**src/csr_pkg.sv**
```systemverilog
package csr_pkg;

	// Data width of the hart
	localparam int XLEN = 32;

	// Machine word, used for data, PC and CSR contents
	typedef logic [XLEN-1:0] xlen_t;
	typedef logic [11:0]     csr_addr_t; // CSR address field
	typedef logic [4:0]      cause_t;    // Exception/interrupt code, int flag kept apart

	// CSR operation, taken from funct3[1:0]
	typedef enum logic [1:0] {
		CSR_NONE = 2'b00,
		CSR_RW   = 2'b01, // Write operand
		CSR_RS   = 2'b10, // Set bits
		CSR_RC   = 2'b11  // Clear bits
	} csr_op_e;

	// Machine trap setup
	localparam csr_addr_t ADDR_MSTATUS  = 12'h300;
	localparam csr_addr_t ADDR_MISA     = 12'h301;
	localparam csr_addr_t ADDR_MEDELEG  = 12'h302;
	localparam csr_addr_t ADDR_MIE      = 12'h304;
	localparam csr_addr_t ADDR_MTVEC    = 12'h305;

	// Machine trap handling
	localparam csr_addr_t ADDR_MSCRATCH = 12'h340;
	localparam csr_addr_t ADDR_MEPC     = 12'h341;
	localparam csr_addr_t ADDR_MCAUSE   = 12'h342;
	localparam csr_addr_t ADDR_MTVAL    = 12'h343;
	localparam csr_addr_t ADDR_MIP      = 12'h344;

	localparam csr_addr_t ADDR_MHARTID  = 12'hF14; // Machine info, read only

	// funct12 of the system instructions
	localparam csr_addr_t F12_ECALL     = 12'h000;
	localparam csr_addr_t F12_EBREAK    = 12'h001;
	localparam csr_addr_t ADDR_MRET     = 12'h302;

	localparam logic [2:0] F3_PRIV = 3'b000; // ECALL, EBREAK, xRET

	// Exception codes
	localparam cause_t CAUSE_INST_MISALIGN  = 5'd0;
	localparam cause_t CAUSE_ILLEGAL        = 5'd2;
	localparam cause_t CAUSE_BREAKPOINT     = 5'd3;
	localparam cause_t CAUSE_LOAD_MISALIGN  = 5'd4;
	localparam cause_t CAUSE_STORE_MISALIGN = 5'd6;
	localparam cause_t CAUSE_ECALL_M        = 5'd11;
	// Interrupt code, with mcause[XLEN-1] set
	localparam cause_t CAUSE_TIMER_INT      = 5'd7;

	// Bit positions in mstatus, mie and mip
	localparam int MSTATUS_MIE  = 3;
	localparam int MSTATUS_MPIE = 7;
	localparam int MSTATUS_MPP  = 11; // Low bit of the 2-bit field
	localparam int MIX_MT       = 7;  // MTIE / MTIP

	localparam logic [1:0] PRIV_M = 2'b11; // Only machine mode exists

	// MXL = 1 (32 bit), extension I
	localparam xlen_t MISA_VALUE = 32'h4000_0100;
	localparam xlen_t HART_ID    = 32'h0000_0000;

endpackage

```
**src/csr_decode.sv**
```systemverilog
`timescale 1ns/1ps

module csr_decode (
	input  logic                i_csr_en,     // Pipeline says system opcode
	input  logic [31:0]         i_inst,
	output logic                o_csr_access,
	output csr_pkg::csr_op_e    o_csr_op,
	output csr_pkg::csr_addr_t  o_csr_addr,
	output logic                o_is_ecall,
	output logic                o_is_ebreak,
	output logic                o_is_mret,
	output logic                o_illegal_csr
);
	import csr_pkg::*;

	logic [2:0] funct3;
	csr_addr_t  funct12;
	logic [4:0] rs1;       // Register index or zimm
	logic       is_priv;   // funct3 == 000 under enable
	logic       is_csr;    // Any Zicsr form
	logic       implemented;
	logic       read_only;
	logic       writes;    // Access changes the register

	// Instruction fields
	assign funct3  = i_inst[14:12];
	assign funct12 = i_inst[31:20];
	assign rs1     = i_inst[19:15];

	assign is_priv = i_csr_en && (funct3 == F3_PRIV);
	// funct3[2] only picks the immediate form since the operand comes in ready
	assign is_csr  = i_csr_en && (funct3[1:0] != 2'b00);

	assign o_csr_access = is_csr;
	assign o_csr_op     = is_csr ? csr_op_e'(funct3[1:0]) : CSR_NONE;
	assign o_csr_addr   = funct12;

	// System instructions told apart by funct12
	assign o_is_ecall  = is_priv && (funct12 == F12_ECALL);
	assign o_is_ebreak = is_priv && (funct12 == F12_EBREAK);
	assign o_is_mret   = is_priv && (funct12 == ADDR_MRET);

	// Address check against the implemented set
	always_comb begin
		implemented = 1'b0;
		read_only   = 1'b0;
		case (funct12)
			ADDR_MHARTID,
			ADDR_MISA,
			ADDR_MIP: begin
				implemented = 1'b1;
				read_only   = 1'b1; // Writes trap
			end
			ADDR_MSTATUS,
			ADDR_MEDELEG,
			ADDR_MIE,
			ADDR_MTVEC,
			ADDR_MSCRATCH,
			ADDR_MEPC,
			ADDR_MCAUSE,
			ADDR_MTVAL: implemented = 1'b1;
			default: implemented = 1'b0;
		endcase
	end

	// CSRRS/CSRRC with x0 or zimm 0 only read
	assign writes = (o_csr_op == CSR_RW) || (rs1 != 5'd0);

	assign o_illegal_csr = is_csr && (!implemented || (read_only && writes));

endmodule

```
**src/csr_regfile.sv**
```systemverilog
`timescale 1ns/1ps

module csr_regfile (
	input  logic                i_clk,
	input  logic                i_rst,          // Sync, active low
	input  logic                i_csr_access,
	input  csr_pkg::csr_op_e    i_csr_op,
	input  csr_pkg::csr_addr_t  i_csr_addr,
	input  csr_pkg::xlen_t      i_wd,           // rs1 value or zimm
	input  logic                i_is_mret,
	input  logic                i_int_tip,
	input  logic                i_trap,
	input  logic                i_trap_int,
	input  logic                i_sync_ex,
	input  csr_pkg::cause_t     i_trap_cause,
	input  csr_pkg::xlen_t      i_trap_tval,
	input  logic                i_tval_we,
	input  csr_pkg::xlen_t      i_trap_epc,
	output csr_pkg::xlen_t      o_rd,
	output logic                o_mstatus_mie,
	output logic                o_mtie,
	output csr_pkg::xlen_t      o_tvec,
	output csr_pkg::xlen_t      o_cause,
	output logic                o_eret,
	output csr_pkg::xlen_t      o_epc
);
	import csr_pkg::*;

	// mstatus stack and mie
	logic  mie;
	logic  mpie;
	logic  mtie;

	xlen_t mtvec;    // Direct mode only
	xlen_t mcause;
	xlen_t medeleg;  // Storage only without delegation
	xlen_t mscratch;
	xlen_t mepc;
	xlen_t mtval;

	xlen_t rd_val;   // Old value of the addressed CSR
	xlen_t wdata;
	logic  csr_we;

	// Read mux
	always_comb begin
		rd_val = '0;
		case (i_csr_addr)
			ADDR_MHARTID: rd_val = HART_ID;
			ADDR_MISA:    rd_val = MISA_VALUE;
			ADDR_MSTATUS: begin
				rd_val[MSTATUS_MIE]     = mie;
				rd_val[MSTATUS_MPIE]    = mpie;
				rd_val[MSTATUS_MPP +: 2] = PRIV_M; // MPP fixed to M
			end
			ADDR_MEDELEG:  rd_val = medeleg;
			ADDR_MIE:      rd_val[MIX_MT] = mtie;
			ADDR_MIP:      rd_val[MIX_MT] = i_int_tip; // Live pending bit
			ADDR_MTVEC:    rd_val = mtvec;
			ADDR_MSCRATCH: rd_val = mscratch;
			ADDR_MEPC:     rd_val = mepc;
			ADDR_MCAUSE:   rd_val = mcause;
			ADDR_MTVAL:    rd_val = mtval;
			default:       rd_val = '0;
		endcase
	end

	assign o_rd = rd_val;

	// Write data per operation
	always_comb begin
		case (i_csr_op)
			CSR_RW:  wdata = i_wd;
			CSR_RS:  wdata = rd_val | i_wd;
			CSR_RC:  wdata = rd_val & ~i_wd;
			default: wdata = rd_val;
		endcase
	end

	// Exception cancels the write, interrupt does not
	assign csr_we = i_csr_access && !i_sync_ex;

	// Control state
	always_ff @(posedge i_clk) begin
		if (!i_rst) begin
			mie    <= 1'b0; // Interrupts off
			mpie   <= 1'b0;
			mtie   <= 1'b0;
			mtvec  <= '0;
			mcause <= '0;
		end else begin
			if (csr_we) begin
				case (i_csr_addr)
					ADDR_MSTATUS: begin
						mie  <= wdata[MSTATUS_MIE];
						mpie <= wdata[MSTATUS_MPIE];
					end
					ADDR_MIE:    mtie   <= wdata[MIX_MT];
					ADDR_MTVEC:  mtvec  <= {wdata[XLEN-1:2], 2'b00}; // Mode ignored
					ADDR_MCAUSE: mcause <= wdata;
					default: ;
				endcase
			end
			// Trap pushes the stack and overrides any CSR write
			if (i_trap) begin
				mpie   <= mie;
				mie    <= 1'b0;
				mcause <= {i_trap_int, {(XLEN-6){1'b0}}, i_trap_cause};
			end else if (i_is_mret) begin
				mie  <= mpie; // Pop
				mpie <= 1'b1;
			end
		end
	end

	// Payload registers
	always_ff @(posedge i_clk) begin
		if (csr_we) begin
			case (i_csr_addr)
				ADDR_MEDELEG:  medeleg  <= wdata;
				ADDR_MSCRATCH: mscratch <= wdata;
				ADDR_MEPC:     mepc     <= {wdata[XLEN-1:2], 2'b00};
				ADDR_MTVAL:    mtval    <= wdata;
				default: ;
			endcase
		end
		if (i_trap) begin
			mepc <= i_trap_epc;
			if (i_tval_we)
				mtval <= i_trap_tval; // Interrupt keeps old mtval
		end
	end

	assign o_mstatus_mie = mie;
	assign o_mtie        = mtie;
	assign o_tvec        = mtvec;
	assign o_cause       = mcause;

	// MRET loses to a trap in the same cycle
	assign o_eret = i_is_mret && !i_trap;
	assign o_epc  = o_eret ? mepc : '0;

	// Timer trap only with both enables set and the timer pending
	a_int_enabled: assert property (@(posedge i_clk) disable iff (!i_rst)
		i_trap_int |-> (mie && mtie && i_int_tip))
		else $error("csr_regfile: interrupt taken while masked");

	// Alignment of mepc once it holds a value
	a_mepc_align: assert property (@(posedge i_clk) disable iff (!i_rst)
		!$isunknown(mepc) |-> (mepc[1:0] == 2'b00))
		else $error("csr_regfile: mepc not word aligned");

endmodule

```
**src/csr_trap_ctrl.sv**
```systemverilog
`timescale 1ns/1ps

module csr_trap_ctrl (
	input  logic                i_is_ecall,
	input  logic                i_is_ebreak,
	input  logic                i_illegal_csr,  // From csr_decode
	input  logic                i_illegal,      // From main decoder
	input  logic                i_ex_inst_addr, // Instruction misaligned
	input  logic                i_ex_ld_addr,   // Load misaligned
	input  logic                i_ex_st_addr,   // Store misaligned
	input  logic                i_int_tip,      // Timer pending
	input  logic                i_mstatus_mie,
	input  logic                i_mtie,
	input  csr_pkg::xlen_t      i_pc,
	input  csr_pkg::xlen_t      i_badaddr,
	input  logic [31:0]         i_inst,
	output logic                o_trap,
	output logic                o_trap_int,
	output logic                o_sync_ex,
	output csr_pkg::cause_t     o_trap_cause,
	output csr_pkg::xlen_t      o_trap_tval,
	output logic                o_tval_we,      // Low keeps mtval
	output csr_pkg::xlen_t      o_trap_epc
);
	import csr_pkg::*;

	logic illegal;
	logic int_ti; // Timer interrupt enabled and pending

	assign illegal = i_illegal || i_illegal_csr;

	// Any synchronous exception
	assign o_sync_ex = i_ex_inst_addr || illegal || i_is_ecall || i_is_ebreak ||
		i_ex_ld_addr || i_ex_st_addr;

	assign int_ti     = i_mstatus_mie && i_mtie && i_int_tip;
	assign o_trap_int = int_ti && !o_sync_ex; // Exceptions win
	assign o_trap     = o_sync_ex || o_trap_int;

	// Fixed priority where the first match picks cause and tval
	always_comb begin
		o_trap_cause = CAUSE_INST_MISALIGN;
		o_trap_tval  = '0;
		o_tval_we    = 1'b0;
		o_trap_epc   = i_pc; // Faulting instruction
		if (i_ex_inst_addr) begin
			o_trap_cause = CAUSE_INST_MISALIGN;
			o_trap_tval  = i_badaddr;
			o_tval_we    = 1'b1;
		end else if (illegal) begin
			o_trap_cause = CAUSE_ILLEGAL;
			o_trap_tval  = xlen_t'(i_inst); // Offending word
			o_tval_we    = 1'b1;
		end else if (i_is_ecall) begin
			o_trap_cause = CAUSE_ECALL_M;
			o_trap_tval  = '0;
			o_tval_we    = 1'b1;
		end else if (i_is_ebreak) begin
			o_trap_cause = CAUSE_BREAKPOINT;
			o_trap_tval  = i_pc;
			o_tval_we    = 1'b1;
		end else if (i_ex_ld_addr) begin
			o_trap_cause = CAUSE_LOAD_MISALIGN;
			o_trap_tval  = i_badaddr;
			o_tval_we    = 1'b1;
		end else if (i_ex_st_addr) begin
			o_trap_cause = CAUSE_STORE_MISALIGN;
			o_trap_tval  = i_badaddr;
			o_tval_we    = 1'b1;
		end else if (o_trap_int) begin
			// Current instruction retires so resume after it
			o_trap_cause = CAUSE_TIMER_INT;
			o_trap_epc   = i_pc + xlen_t'(4);
		end
	end

endmodule

```
**src/csr_unit.sv**
```systemverilog
`timescale 1ns/1ps

module csr_unit (
	input  logic            i_clk,
	input  logic            i_rst,          // Sync, active low
	input  logic            i_csr_en,       // CSR enable from pipeline
	input  csr_pkg::xlen_t  i_wd,
	input  logic [31:0]     i_inst,
	input  csr_pkg::xlen_t  i_pc,
	input  csr_pkg::xlen_t  i_badaddr,
	input  logic            i_illegal,
	input  logic            i_ex_inst_addr,
	input  logic            i_ex_ld_addr,
	input  logic            i_ex_st_addr,
	input  logic            i_int_tip,
	output csr_pkg::xlen_t  o_rd,
	output logic            o_ex,           // Trap taken this cycle
	output csr_pkg::xlen_t  o_tvec,
	output csr_pkg::xlen_t  o_cause,
	output logic            o_eret,
	output csr_pkg::xlen_t  o_epc
);
	import csr_pkg::*;

	// Decode results
	logic      csr_access;
	csr_op_e   csr_op;
	csr_addr_t csr_addr;
	logic      is_ecall;
	logic      is_ebreak;
	logic      is_mret;
	logic      illegal_csr;

	// Trap decision
	logic      trap_int;
	logic      sync_ex;
	cause_t    trap_cause;
	xlen_t     trap_tval;
	logic      tval_we;
	xlen_t     trap_epc;

	// Enable bits back from the regfile
	logic      mstatus_mie;
	logic      mtie;

	csr_decode u_decode (
		.i_csr_en      (i_csr_en),
		.i_inst        (i_inst),
		.o_csr_access  (csr_access),
		.o_csr_op      (csr_op),
		.o_csr_addr    (csr_addr),
		.o_is_ecall    (is_ecall),
		.o_is_ebreak   (is_ebreak),
		.o_is_mret     (is_mret),
		.o_illegal_csr (illegal_csr)
	);

	csr_trap_ctrl u_trap_ctrl (
		.i_is_ecall     (is_ecall),
		.i_is_ebreak    (is_ebreak),
		.i_illegal_csr  (illegal_csr),
		.i_illegal      (i_illegal),
		.i_ex_inst_addr (i_ex_inst_addr),
		.i_ex_ld_addr   (i_ex_ld_addr),
		.i_ex_st_addr   (i_ex_st_addr),
		.i_int_tip      (i_int_tip),
		.i_mstatus_mie  (mstatus_mie),
		.i_mtie         (mtie),
		.i_pc           (i_pc),
		.i_badaddr      (i_badaddr),
		.i_inst         (i_inst),
		.o_trap         (o_ex),
		.o_trap_int     (trap_int),
		.o_sync_ex      (sync_ex),
		.o_trap_cause   (trap_cause),
		.o_trap_tval    (trap_tval),
		.o_tval_we      (tval_we),
		.o_trap_epc     (trap_epc)
	);

	csr_regfile u_regfile (
		.i_clk          (i_clk),
		.i_rst          (i_rst),
		.i_csr_access   (csr_access),
		.i_csr_op       (csr_op),
		.i_csr_addr     (csr_addr),
		.i_wd           (i_wd),
		.i_is_mret      (is_mret),
		.i_int_tip      (i_int_tip),
		.i_trap         (o_ex),
		.i_trap_int     (trap_int),
		.i_sync_ex      (sync_ex),
		.i_trap_cause   (trap_cause),
		.i_trap_tval    (trap_tval),
		.i_tval_we      (tval_we),
		.i_trap_epc     (trap_epc),
		.o_rd           (o_rd),
		.o_mstatus_mie  (mstatus_mie),
		.o_mtie         (mtie),
		.o_tvec         (o_tvec),
		.o_cause        (o_cause),
		.o_eret         (o_eret),
		.o_epc          (o_epc)
	);

endmodule

```
**config.mk**
```make
export PLATFORM = sky130hd
export DESIGN_NAME = csr_unit
export DESIGN_NICKNAME = d
export VERILOG_FILES = /design/src/csr_pkg.sv /design/src/csr_decode.sv /design/src/csr_regfile.sv /design/src/csr_trap_ctrl.sv /design/src/csr_unit.sv
export SDC_FILE = /design/constraint.sdc
export NUM_CORES = 1
export LEC_CHECK = 0
export BUFFER_PORTS_ARGS = -buffer_cell sky130_fd_sc_hd__buf_4
export CAP_MARGIN = 20
export CORE_UTILIZATION = 29
export CTS_CLUSTER_DIAMETER = 100
export CTS_CLUSTER_SIZE = 24
export DETAILED_ROUTE_END_ITERATION = 12
export PLACE_DENSITY = 0.47
export SKIP_CTS_REPAIR_TIMING = 1
export SYNTH_ARGS = -nofsm -noshare
export SYNTH_HDL_FRONTEND = slang
export SYNTH_HIERARCHICAL = 1
export SYNTH_SLANG_ARGS = --single-unit
```
**constraint.sdc**
```tcl
create_clock -name i_clk -period 8.3 [get_ports i_clk]
set_input_delay 1.66 -clock i_clk [delete_from_list [all_inputs] [get_ports i_clk]]
set_output_delay 1.66 -clock i_clk [all_outputs]
set_load 0.05 [all_outputs]
```
# [Yosys cells after proc, flatten, opt, wreduce, memory -nomap -nowiden]
# Cells that the tools add are included.
[totals] wordCells=132 output_inout_bits=130 input_bits=136 regBits=193
[classes] reduce_logical=47 n_bitwise=4 n_eq_ne=15 addsub=1 muxes=55
[op_table] cell="$mux 32" n=24
[op_table] cell="$pmux 19 s7" n=1
[op_table] cell="$eq 12x10->1 const B" n=10
[op_table] cell="$pmux 32 s3" n=1
[op_table] cell="$pmux 3 s6" n=2
[op_table] cell="$add 32x3->32 const B" n=1
[op_table] cell="$and 32x32->32" n=1
[op_table] cell="$not 32->32" n=1
[op_table] cell="$or 32x32->32" n=1
[op_table] cell="$mux 5" n=6
[op_table] cell="$pmux 3 s7" n=1
[op_table] cell="$reduce_and 2->1" n=9
[op_table] cell="$mux 1" n=15
[op_table] cell="$pmux 2 s7" n=1
[op_table] cell="$eq 12x1->1 const B" n=1
[op_table] cell="$eq 12x12->1 const B" n=1
[op_table] cell="$logic_and 1x1->1" n=12
[op_table] cell="$logic_not 12->1" n=1
[op_table] cell="$reduce_bool 2->1" n=6
[op_table] cell="$reduce_or 11->1" n=1
[op_table] cell="$logic_or 1x1->1" n=9
[op_table] cell="$pmux 1 s9" n=1
[op_table] cell="$pmux 1 s7" n=1
[op_table] cell="$reduce_bool 3->1" n=2
[op_table] cell="10 further kinds" n=13

# [Depth between registers and ports, before layout]
# Gate-level depths: netlist of the first run.
[depth] depth_word=24 mapped_depth=15 mapped_depth_nobuf=13

# [By module]
# The synthesis of the first run kept the hierarchy.
[by_module_without_submodules] mod="csr_regfile" area_per_inst_um2=9867.0 seq_area_each_um2=4824.6 cells_each=1033 instances=1
[by_module_without_submodules] mod="csr_trap_ctrl" area_per_inst_um2=1478.9 seq_area_each_um2=0.0 cells_each=246 instances=1
[by_module_without_submodules] mod="csr_decode" area_per_inst_um2=274.0 seq_area_each_um2=0.0 cells_each=44 instances=1

# [Worst setup path after synthesis of the first run]
# Ideal clock, no wire load.
[synth_path] path_type="input port to output port" startpoint="input i_inst[21]" endpoint="output o_epc[22]" arrival_time_ns=5.225 path_slack_ns=1.415 path_stages=10 required_ns=6.640 n_path_buf=1 path_cell_list="or4_1 -> or4_1 -> o22ai_1 -> a21oi_1 -> nor3_2 -> and3_1 -> nand2_1 -> nor2b_1 -> clkbuf_1 -> and2_1"
[synth_between] elab_chain_len=18 word_cells_on_any_way=36 cone_classes="eq/ne: 12; mux: 3; reduce/logical: 21"
[synth_rtl] item="from (decl)" line="csr_unit.sv:8" rtl="input logic [31:0] i_inst,"
[synth_rtl] item="$eq 12x12->1 / $eq 12x10->1 (equally long branches)" line="csr_decode.sv:47" rtl="case (funct12)"
[synth_rtl] item="$reduce_or 11->1 (no line) / $reduce_or 3->1 (equally long branches)"
[synth_rtl] item="$mux 1" line="csr_decode.sv:47"
[synth_rtl] item="$logic_not 1->1 / $logic_and 1x1->1 (equally long branches)" line="csr_decode.sv:69" rtl="assign o_illegal_csr = is_csr && (!implemented || (read_only && writes));"
[synth_rtl] item="$logic_or 1x1->1 (*)" line="csr_decode.sv:69"
[synth_rtl] item="$logic_and 1x1->1 (*)" line="csr_decode.sv:69"
[synth_rtl] item="net illegal_csr" line="csr_unit.sv:32" rtl="logic illegal_csr;"
[synth_rtl] item="$logic_or 1x1->1 (*)" line="csr_trap_ctrl.sv:30" rtl="assign illegal = i_illegal || i_illegal_csr;"
[synth_rtl] item="[5 not listed]"
[synth_rtl] item="$logic_not 1->1" line="csr_trap_ctrl.sv:37" rtl="assign o_trap_int = int_ti && !o_sync_ex;"
[synth_rtl] item="$logic_and 1x1->1" line="csr_trap_ctrl.sv:37"
[synth_rtl] item="$logic_or 1x1->1 (*)" line="csr_trap_ctrl.sv:38" rtl="assign o_trap = o_sync_ex || o_trap_int;"
[synth_rtl] item="net o_ex" line="csr_unit.sv:17" rtl="output logic o_ex,"
[synth_rtl] item="$logic_not 1->1 (*)" line="csr_regfile.sv:140" rtl="assign o_eret = i_is_mret && !i_trap;"
[synth_rtl] item="$logic_and 1x1->1 (*)" line="csr_regfile.sv:140"
[synth_rtl] item="net o_eret" line="csr_unit.sv:20" rtl="output logic o_eret,"
[synth_rtl] item="$mux 32 (*)" line="csr_regfile.sv:141" rtl="assign o_epc = o_eret ? mepc : '0;"
[synth_rtl] item="to (decl)" line="csr_unit.sv:21" rtl="output csr_pkg::xlen_t o_epc"
# Mark *: on every way through the listed nets, which the timed path passes. The rest lies on a longest branch.

# [Final worst setup path of the first run]
[layout_path] startpoint="input i_inst[21]" endpoint="output o_rd[3]"
[layout_between] elab_chain_len=2 word_cells_on_any_way=8 cone_classes="eq/ne: 7; mux: 1"
[layout_rtl] item="$eq 12x10->1" line="csr_regfile.sv:48" rtl="case (i_csr_addr)"
[layout_rtl] item="$pmux 1 s7 (*)" line="csr_regfile.sv:48"
[layout_rtl] item="to (decl)" line="csr_unit.sv:16" rtl="output csr_pkg::xlen_t o_rd,"
# Mark *: on every way between the ends. The rest lies on a longest branch, timed or not.

==> results.md, run 1 <==
- Crit start category: input port
- Crit Path Class: in2out
- Max-Cap Viols: 0
- Post-synth ARST share: 0%
- Slew HR: about a quarter
- Total grt overflow: 0
- Initial antenna violation count: 1
- Die area: 40900 sq um
- CP most frequent cell: buf_4
- Drt pass-1 iters: 5
- I/O pin total: ~270
- Post-DP HPWL: 37600 um
- Cts bufs inserted: 17
- Pwr per Cell Area: about 150 nW/um^2
- Area leader, netlist: edfxtp_1
- CTS tree: yes
- Synth warn: 6
- Tot Pwr: ~2200 uW
- Vias in the first global route: around 11000
- CTS root buf: clkbuf_16
- Die width: between 200 and 250 um
- Fin. max-slew vios: 0
- Cell area after synthesis: around 12000 sq um
- Sequential-to-total area share from yosys stat: between 40% and 50%
- Most common cell in the synthesized netlist: nand2_1
- Post-synth top cells: 205 x nand2_1, 125 x o21ai_0, 97 x dfxtp_1
- Die Ht: around 200 um
- Post-synth top area share: 24.8%
- WP data required: around 6.6 ns
- Max IR drop VDD: roughly 0.13 mV
- CP Max Fanout: 33
- Number of flops mapped to enable cells by yosys: 96
- Worst min-delay path category: reg2reg
- First-pass GRT wire length: between 70000 and 80000 um
- End-of-flow core utilization: 36.9%
- Share of layout cells above drive strength 1: between 20% and 30%
- Initial Util: between 20% and 30%
- Worst-path cell with the longest stage delay: and2_1
- Synth Flop Type: dfxtp_1
- Status: finished clean
- Crit-path cells: buf_4, buf_4, nor4b_2, buf_4, and2_1, a22oi_1, a31oi_1, buf_4
- 1st-iter DRT viols: 1235
- GRT Util Overall: between 20% and 30%
- RR Startpoint: u_regfile/o_mstatus_mie
- Unrepaired setup endpoints after global routing: no
- Number of remaining DRC errors: 0
- Synth unique cells: 84
- GP Congestion: ~0.90
- Fmax: between 150 and 200 MHz
- Synthesized instance count: about 1300
- #FFs+latches synth: between 150 and 200
- Post-route setup slack: ~1.7 ns
- Worst Skew: between 0.01 and 0.015 ns
- CP Capture Type: output pin
- Drt total wl: around 51000 um
- Longest Clk Path Bufs: 2
- Number of port buffers: roughly 260
- Syn Area/Cell: around 8.8 sq um
- Nets@finish: 1648
- Clock sink count: 193
- P_leak: between 0.005 and 0.006 uW
- Core area: between 30000 and 40000 sq um
- Dpl ws: 1.80 ns
- Critical path origin: i_inst[21]
- Hold Fails Final Rpt: 0
- P&R area growth vs syn: 24.3%
- Worst-margin pin slew: about 1.1 ns
- CP Data Arrival Time: just under 5 ns
- Period utilisation layout: between 70% and 80%
- Via Count: roughly 11000
- Vias per cell: 5.61
- Setup TNS: 0 ns
- Tmin final: about 6.6 ns
- # rows: just over 70
- Ant diodes: 0
- Total number of H-tree levels: 4
- Ranking of synthesized cells by area: edfxtp_1 25%, dfxtp_1 17%, nand2_1 6.6%, o21ai_0 5.4%, and2_1 3.4%
- Crit-path max cell delay: roughly 0.90 ns
- Worst Min Path Start: u_regfile/o_tvec[13]
- Routed len/inst: about 25 um
- Clock slew at reported path FFs: 0.08 ns
- Worst-skew pair later-pin latency: between 0.4 and 0.5 ns
- Finish-stage setup viols: 0
- Pin count of the biggest net entering global routing: 76
- Post-DRT Antenna Nets: 0
==> layout make-up <==
| class | instances | area [sq um] |
|---|---|---|
| clock buffer | 18 | 439 |
| clock inverter | 14 | 119 |
| fill | 4087 | 24700 |
| inverter | 44 | 165 |
| multi-input combinational | 968 | 6080 |
| sequential | 193 | 4820 |
| tap | 518 | 648 |
| timing repair buffer | 287 | 2170 |
==> metrics by stage <==
step                hold slack (ns)  instance area [sq um]  cells
global route                  0.504                  14400   2042
global placement              0.461                  13900   2008
floorplan                     0.444                  11600   1324
finish                        0.478                  14400   2042
detailed placement            0.469                  13900   2009
CTS                           0.480                  14400   2041
==> power breakdown <==
group          total (uW)  switching [uW]  leakage [uW]  internal [uW]
Sequential           1060            24.9       0.00162           1030
Combinational         329             203       0.00374            126
Clock                 810             408      0.000270            402
Total                2200             636       0.00563           1560
==> flip-flops by register name, indices dropped and copies added, names as in the netlist <==
name and flops:
u_regfile/mscratch 32, u_regfile/o_cause 32, u_regfile/mepc 32, u_regfile/mpie 1, u_regfile/o_mstatus_mie 1, u_regfile/medeleg 32, u_regfile/o_tvec 30, u_regfile/o_mtie 1
u_regfile/mtval 32
==> cell usage in the layout, fill, tap and decap left out, drive strengths merged, types with 4 or more instances in the layout <==
cell type	instances
nand2b	6
or2	7
or4	8
mux4	12
a22oi	35
a41o	7
nor2	50
nor3b	5
and3b	14
a22o	16
and2	65
inv	52
o21ai	137
a222oi	19
a32oi	5
and3	14
nand4	15
and4	4
mux2	12
nand2	206
o221ai	4
mux2i	8
o31ai	4
nor4b	7
o211ai	15
nor4	13
xnor2	38
nor3	22
clkbuf	19
a21oi	60
buf	286
a31oi	15
xor2	17
nor2b	7
nand3	76
dfxtp	97
edfxtp	96
==> cell families after synthesis <==
group	synth area share, %
DFF	41.5
AOI/OAI and AO/OA	19.8
adders and majority gates	0.108
other	0.0646
and+or+nand+nor	23.8
muxes	4.18
buffers and inverters	6.41
xor gates and xnor gates	4.15
==> worst max-delay path, delay by kind of cell <==
kind            cells  cell delay (ns)
compound gates      2             0.75
buf+inv             4             1.28
simple gates        2             1.19
==> per-layer routing <==
layer,vias up,track usage [%],part of all wire (%)
li1,5192,-,-
met2,611,37.3,44
met1,5584,35.6,45
met5,-,0,0
met4,0,6.47,2.1
met3,70,4.39,8.8
==> path summary, 6_finish.rpt <==
kind                          endpoint  depth (start not counted)  slack, ns
hold / removal    u_regfile/o_tvec[13]                          2       0.48
setup reg to reg    u_regfile/mtval[2]                          7       5.31
hold reg to reg   u_regfile/o_tvec[13]                          2       0.48
setup / recovery               o_rd[3]                          8       1.73
Power figures use the tool's default switching activity.
==> run 2: changes to the inputs <==
Clock period 8.3 ns to 6.9 ns, I/O delays scaled along.
==> run 2 against run 1 <==
Sequential cell count stayed put. Largest power group unchanged. Critical endpoint is now o_epc[26]. Global-route usage hardly changed. Via count is 0.89% lower. Clock power is 27% higher. Combinational power is 21% higher. Highest routed layer unchanged.
==> results.md, run 2 (synthesized netlist as in run 1, its figures left out) <==
- Hold Fails Final Rpt: 0
- Post-DRT Antenna Nets: 0
- Clock slew at reported path FFs: 0.07 ns
- CP Max Fanout: 18
- Number of remaining DRC errors: 0
- Register area: about 4800 sq um
- Worst-margin pin slew: ~1.0 ns
- Status: finished clean
- WHS Path Cells: 2
- Inst Count DP: 2020
- Reg2reg path depth: 5
- Met2 usage: between 30% and 40%
- CP bufs+invs: 3
- Crit-path max cell delay: around 0.57 ns
- Nets@finish: between 1500 and 2000
- P&R area growth vs syn: 25.6%
- CP Data Arrival Time: roughly 4.7 ns
- Unrepaired setup endpoints after global routing: no
- RR Startpoint: u_regfile/o_mstatus_mie
- R2r setup slk: between 3 and 4 ns
- Pwr per Cell Area: around 190 nW/um^2
- Vias per cell: approximately 5.5
- Die width: a little over 200 um
- CTS root buf: clkbuf_16
- GRT Util Overall: around 25%
- Number of port buffers: 263
- Tmin final: 6.12 ns
- CTS tree: yes
- Global route hottest layer: met2
- WP data required: approximately 5.5 ns
- 1st-iter DRT viols: approximately 1200
- Fill count: between 4000 and 5000
- Worst-path cell with the longest stage delay: nor2b_2
- I/O pin total: 266
- Cts bufs inserted: 17
- Crit Path Class: in2out
- Commonest non-fill, non-tap cell in the layout: buf_4
- Initial antenna violation count: 0
- Reg2Reg Capture Point: u_regfile/mepc[15]
- Initial Util: ~30%
- Multi-input gate area: 6080 sq um
- Drt total wl: 50700 um
- Non-filler cells, final: 2053
- Total grt overflow: 0
- GR Util met3: 4.39%
- Clock sink count: between 150 and 200
- Fmax: ~160 MHz
- Max IR drop VDD: about 0.16 mV
- Worst Skew: 0.0148 ns
- Ant diodes: 0
- First-pass GRT wire length: about 75000 um
- Vias in the first global route: 11158
- Drt pass-1 iters: 6
- Worst-skew pair later-pin latency: ~0.45 ns
- Total number of H-tree levels: 4
- Die Ht: between 200 and 250 um
- Met1 Use GR: a little over a third
- P_leak: ~0.0057 uW
- Routed len/inst: around 25 um
- Share of layout cells above drive strength 1: 25.5%
- Worst Min Path Start: u_regfile/mtval[10]
- Worst min-delay path category: reg2reg
- Slew HR: 30.6%
- CP Capture Type: output pin
- Pin count of the biggest net entering global routing: 80
- Hold_ws: about 0.48 ns
- Period utilisation layout: between 80% and 90%
- Via Count: roughly 11000
- Crit-path cells: buf_4, or4_1, or4_1, o22ai_1, a21oi_1, nor3_2, and3_1, nand2_2, nor2b_2, buf_12, and2_1, buf_4
- # rows: about 70
- Post-DP HPWL: about 38000 um
- CP top delay family: simple AND/OR/NAND/NOR gates
- Setup TNS: 0 ns
- Fin. max-slew vios: 0
- Worst Hold Path EP: u_regfile/mtval[10]
- Crit start category: input port
- Die area: slightly above 40000 sq um
- Longest Clk Path Bufs: 2
- Commonest non-fill, non-tap cells in the layout: 295 x buf_4, 204 x nand2_1, 125 x o21ai_0
- End-of-flow core utilization: 37.3%
- Finish-stage setup viols: 0
- GP Congestion: between 0.9 and 1
- Max-Cap Viols: 0
- Core area: about 39000 sq um
[run 2: how the worst max path moves through the flow]
stage / endpoint / startpoint / slack, ns / cells after the start
2_1_floorplan: o_epc[22] / i_inst[21] / 0.58 / 10
3_3_place_gp: o_epc[9] / i_inst[23] / 0.88 / 12
3_5_place_dp: o_epc[26] / i_inst[23] / 0.82 / 12
4_1_cts: o_epc[26] / i_inst[23] / 0.83 / 12
5_1_grt: o_epc[13] / i_inst[23] / 0.63 / 12
6_report: o_epc[26] / i_inst[23] / 0.78 / 12
[run 2: final cells by class]
cell class,instances,area share (%)
Multi-Input combinational cell,968,41.7
Clock inverter,15,1.27
Clock buffer,17,2.91
Tap cell,518,4.44
Inverter,44,1.13
Timing Repair Buffer,298,15.5
Sequential cell,193,33.1
[run 2: layer usage]
layer,share of wire [%],routed length (um)
met5,0,0
met4,1.6,806
met1,46,23100
met2,45,22700
met3,8.0,4080
[run 2: through the flow]
step / total power [uW] / setup WS, ns / area (sq um)
floorplan: 1500 / 0.575 / 11600
global placement: 1690 / 0.882 / 14000
detailed placement: 1690 / 0.822 / 14000
CTS: 2710 / 0.827 / 14600
global route: 2800 / 0.635 / 14600
finish: 2700 / 0.785 / 14600
[run 2: power by group]
group	internal (uW)	leakage (uW)	switching (uW)	total (uW)
logic	153	0.00379	243	397
registers	1240	0.00162	28.3	1270
clock network	524	0.000299	509	1030
[run 2: tightest hold or removal path, cell delays in order (launching register included)]
cell and delay, ns:
dfxtp_1 0.31, nand2_1 0.05, a31oi_1 0.07
==> run 3: changes to the inputs <==
Settings changed: BUFFER_PORTS_ARGS -buffer_cell sky130_fd_sc_hd__buf_4 to -buffer_cell sky130_fd_sc_hd__buf_2.
Clock period 6.9 ns to 7.1 ns, I/O delays scaled along.
==> run 3 against run 2 <==
Global-route usage about the same. Wire length is essentially flat. Non-clock buffer count is 1 higher. Clock-buffer cell count is the same. Clock power hardly changed. Cell area decreased by 3.8%. Worst hold slack worse by 0.0011 ns. Critical endpoint is now o_epc[22].
==> results.md, run 3 (synthesized netlist as in run 1, its figures left out) <==
- Crit Path Class: in2out
- Initial Util: between 20 and 30%
- Longest Clk Path Bufs: 2
- Pin count of the biggest net entering global routing: 80
- Via Count: around 11000
- Seq pwr share: between 40 and 50%
- Worst-skew pair later-pin latency: between 0.4 and 0.5 ns
- P&R area growth vs syn: 20.8%
- Dpl ws: between 0.8 and 0.9 ns
- Number of port buffers: approximately 260
- Clk pwr share: between 30% and 40%
- Pwr per Cell Area: between 150 and 200 nW/um^2
- Fill count: approximately 4100
- CTS tree: yes
- Nets@finish: approximately 1700
- Sw Ratio: between 20% and 30%
- Psw: 760 uW
- CTS root buf: clkbuf_16
- Share of layout cells above drive strength 1: approximately 26%
- Hold_ws: between 0.4 and 0.5 ns
- Finish-stage setup viols: 0
- Drt total wl: 50600 um
- Ant diodes: 0
- Fmax: roughly 160 MHz
- Fin. max-slew vios: 0
- Total grt overflow: 0
- Worst min-delay path category: reg2reg
- Worst-path cell with the longest stage delay: nor2b_2
- Vias per cell: 5.54
- Number of remaining DRC errors: 0
- Drt pass-1 iters: 7
- Max IR drop VDD: 0.136 mV
- Tot Pwr: about 2600 uW
- Crit-path max cell delay: 0.54 ns
- # rows: 72
- Commonest non-fill, non-tap cell in the layout: buf_2
- Period utilisation layout: 88.2%
- Int Pwr: around 1900 uW
- Hold Fails Final Rpt: 0
- Post-DP HPWL: 37700 um
- Die area: approximately 41000 sq um
- Crit start category: input port
- Routed len/inst: 24.7 um
- GP Congestion: approximately 0.9
- Post-DRT Antenna Nets: 0
- CP Max Fanout: 18
- 1st-iter DRT viols: between 1000 and 1500
- Clock sink count: slightly below 200
- CP Capture Type: output pin
- Initial antenna violation count: 1
- Slew HR: 32.2%
- Tmin final: about 6.3 ns
- WP data required: 5.68 ns
- Status: finished clean
- CP Data Arrival Time: roughly 4.8 ns
- Total number of H-tree levels: 4
- Core area: 39100 sq um
- Combinational power share: approximately 14%
- Max-Cap Viols: 0
- Unrepaired setup endpoints after global routing: no
- GRT Util Overall: 24.6%
- Post-route setup slack: roughly 0.84 ns
- Worst-margin pin slew: slightly above 1 ns
- End-of-flow core utilization: between 30% and 40%
- Die width: ~200 um
- Worst Skew: around 0.0091 ns
- First-pass GRT wire length: approximately 74000 um
- Commonest non-fill, non-tap cells in the layout: 258 x buf_2, 204 x nand2_1, 125 x o21ai_0
- Cts bufs inserted: 17
- Vias in the first global route: 10955
- Crit-path cells: buf_2, or4_1, or4_1, o22ai_1, a21oi_1, nor3_2, and3_1, nand2_2, nor2b_2, buf_12, and2_1, buf_2
- Setup TNS: 0 ns
- I/O pin total: between 200 and 300
- Clock slew at reported path FFs: 0.08 ns
- P_leak: about 0.0056 uW
- Die Ht: between 200 and 250 um
[run 3: cell count changes in the layout (fill, tap and decap cells not counted), sizes merged]
cell      delta
clkinvlp     +1
bufinv       +1
buf          +2
clkbuf       -1
clkinv       -1
inv          -1
[run 3: cell type report]
class	instances	area [sq um]	share of cell area (%)
inverter	44	165	1.18
sequential	193	4820	34.4
timing repair buffer	299	1690	12.0
clock inverter	15	194	1.38
tap	518	648	4.62
multi-input combinational	968	6090	43.4
clock buffer	17	425	3.03
[run 3: layer usage]
layer | share of wire (%) | up-vias | wire length [um] | track usage (%)
met2 | 45 | 590 | 22600 | 37.9
met3 | 8.0 | 43 | 4050 | 3.92
met1 | 46 | 5539 | 23400 | 36.1
li1 | - | 5206 | - | -
met4 | 1.3 | 0 | 639 | 4.97
met5 | 0 | - | 0 | 0
[run 3: worst paths after layout]
check	to	start	cells after the start	slack [ns]
worst min-delay path	u_regfile/mtval[10]	u_regfile/mtval[10]	2	0.48
worst max register to register	u_regfile/mepc[10]	u_regfile/o_mstatus_mie	5	4.16
worst max-delay path	o_epc[22]	i_inst[23]	12	0.84
worst min register to register	u_regfile/mtval[10]	u_regfile/mtval[10]	2	0.48
[run 3: critical path, delay by kind of cell]
family	cells	cell delay, ns
buf+inv	3	0.70
simple gates	7	2.42
compound gates	2	0.29
[run 3: power groups by stage]
stage	clock [uW]	combinational (uW)	sequential (uW)
global route	1090	396	1240
global placement	0	359	1260
CTS	1040	363	1240
finish	1030	368	1240
detailed placement	0	361	1260
floorplan	0	210	1250
[run 3: per-stage QoR]
step	cells	cell area, sq um
after global routing	2054	14000
after floorplan	1324	11600
after detailed placement	2022	13400
final	2054	14000
after CTS	2054	14000
after global placement	2022	13400
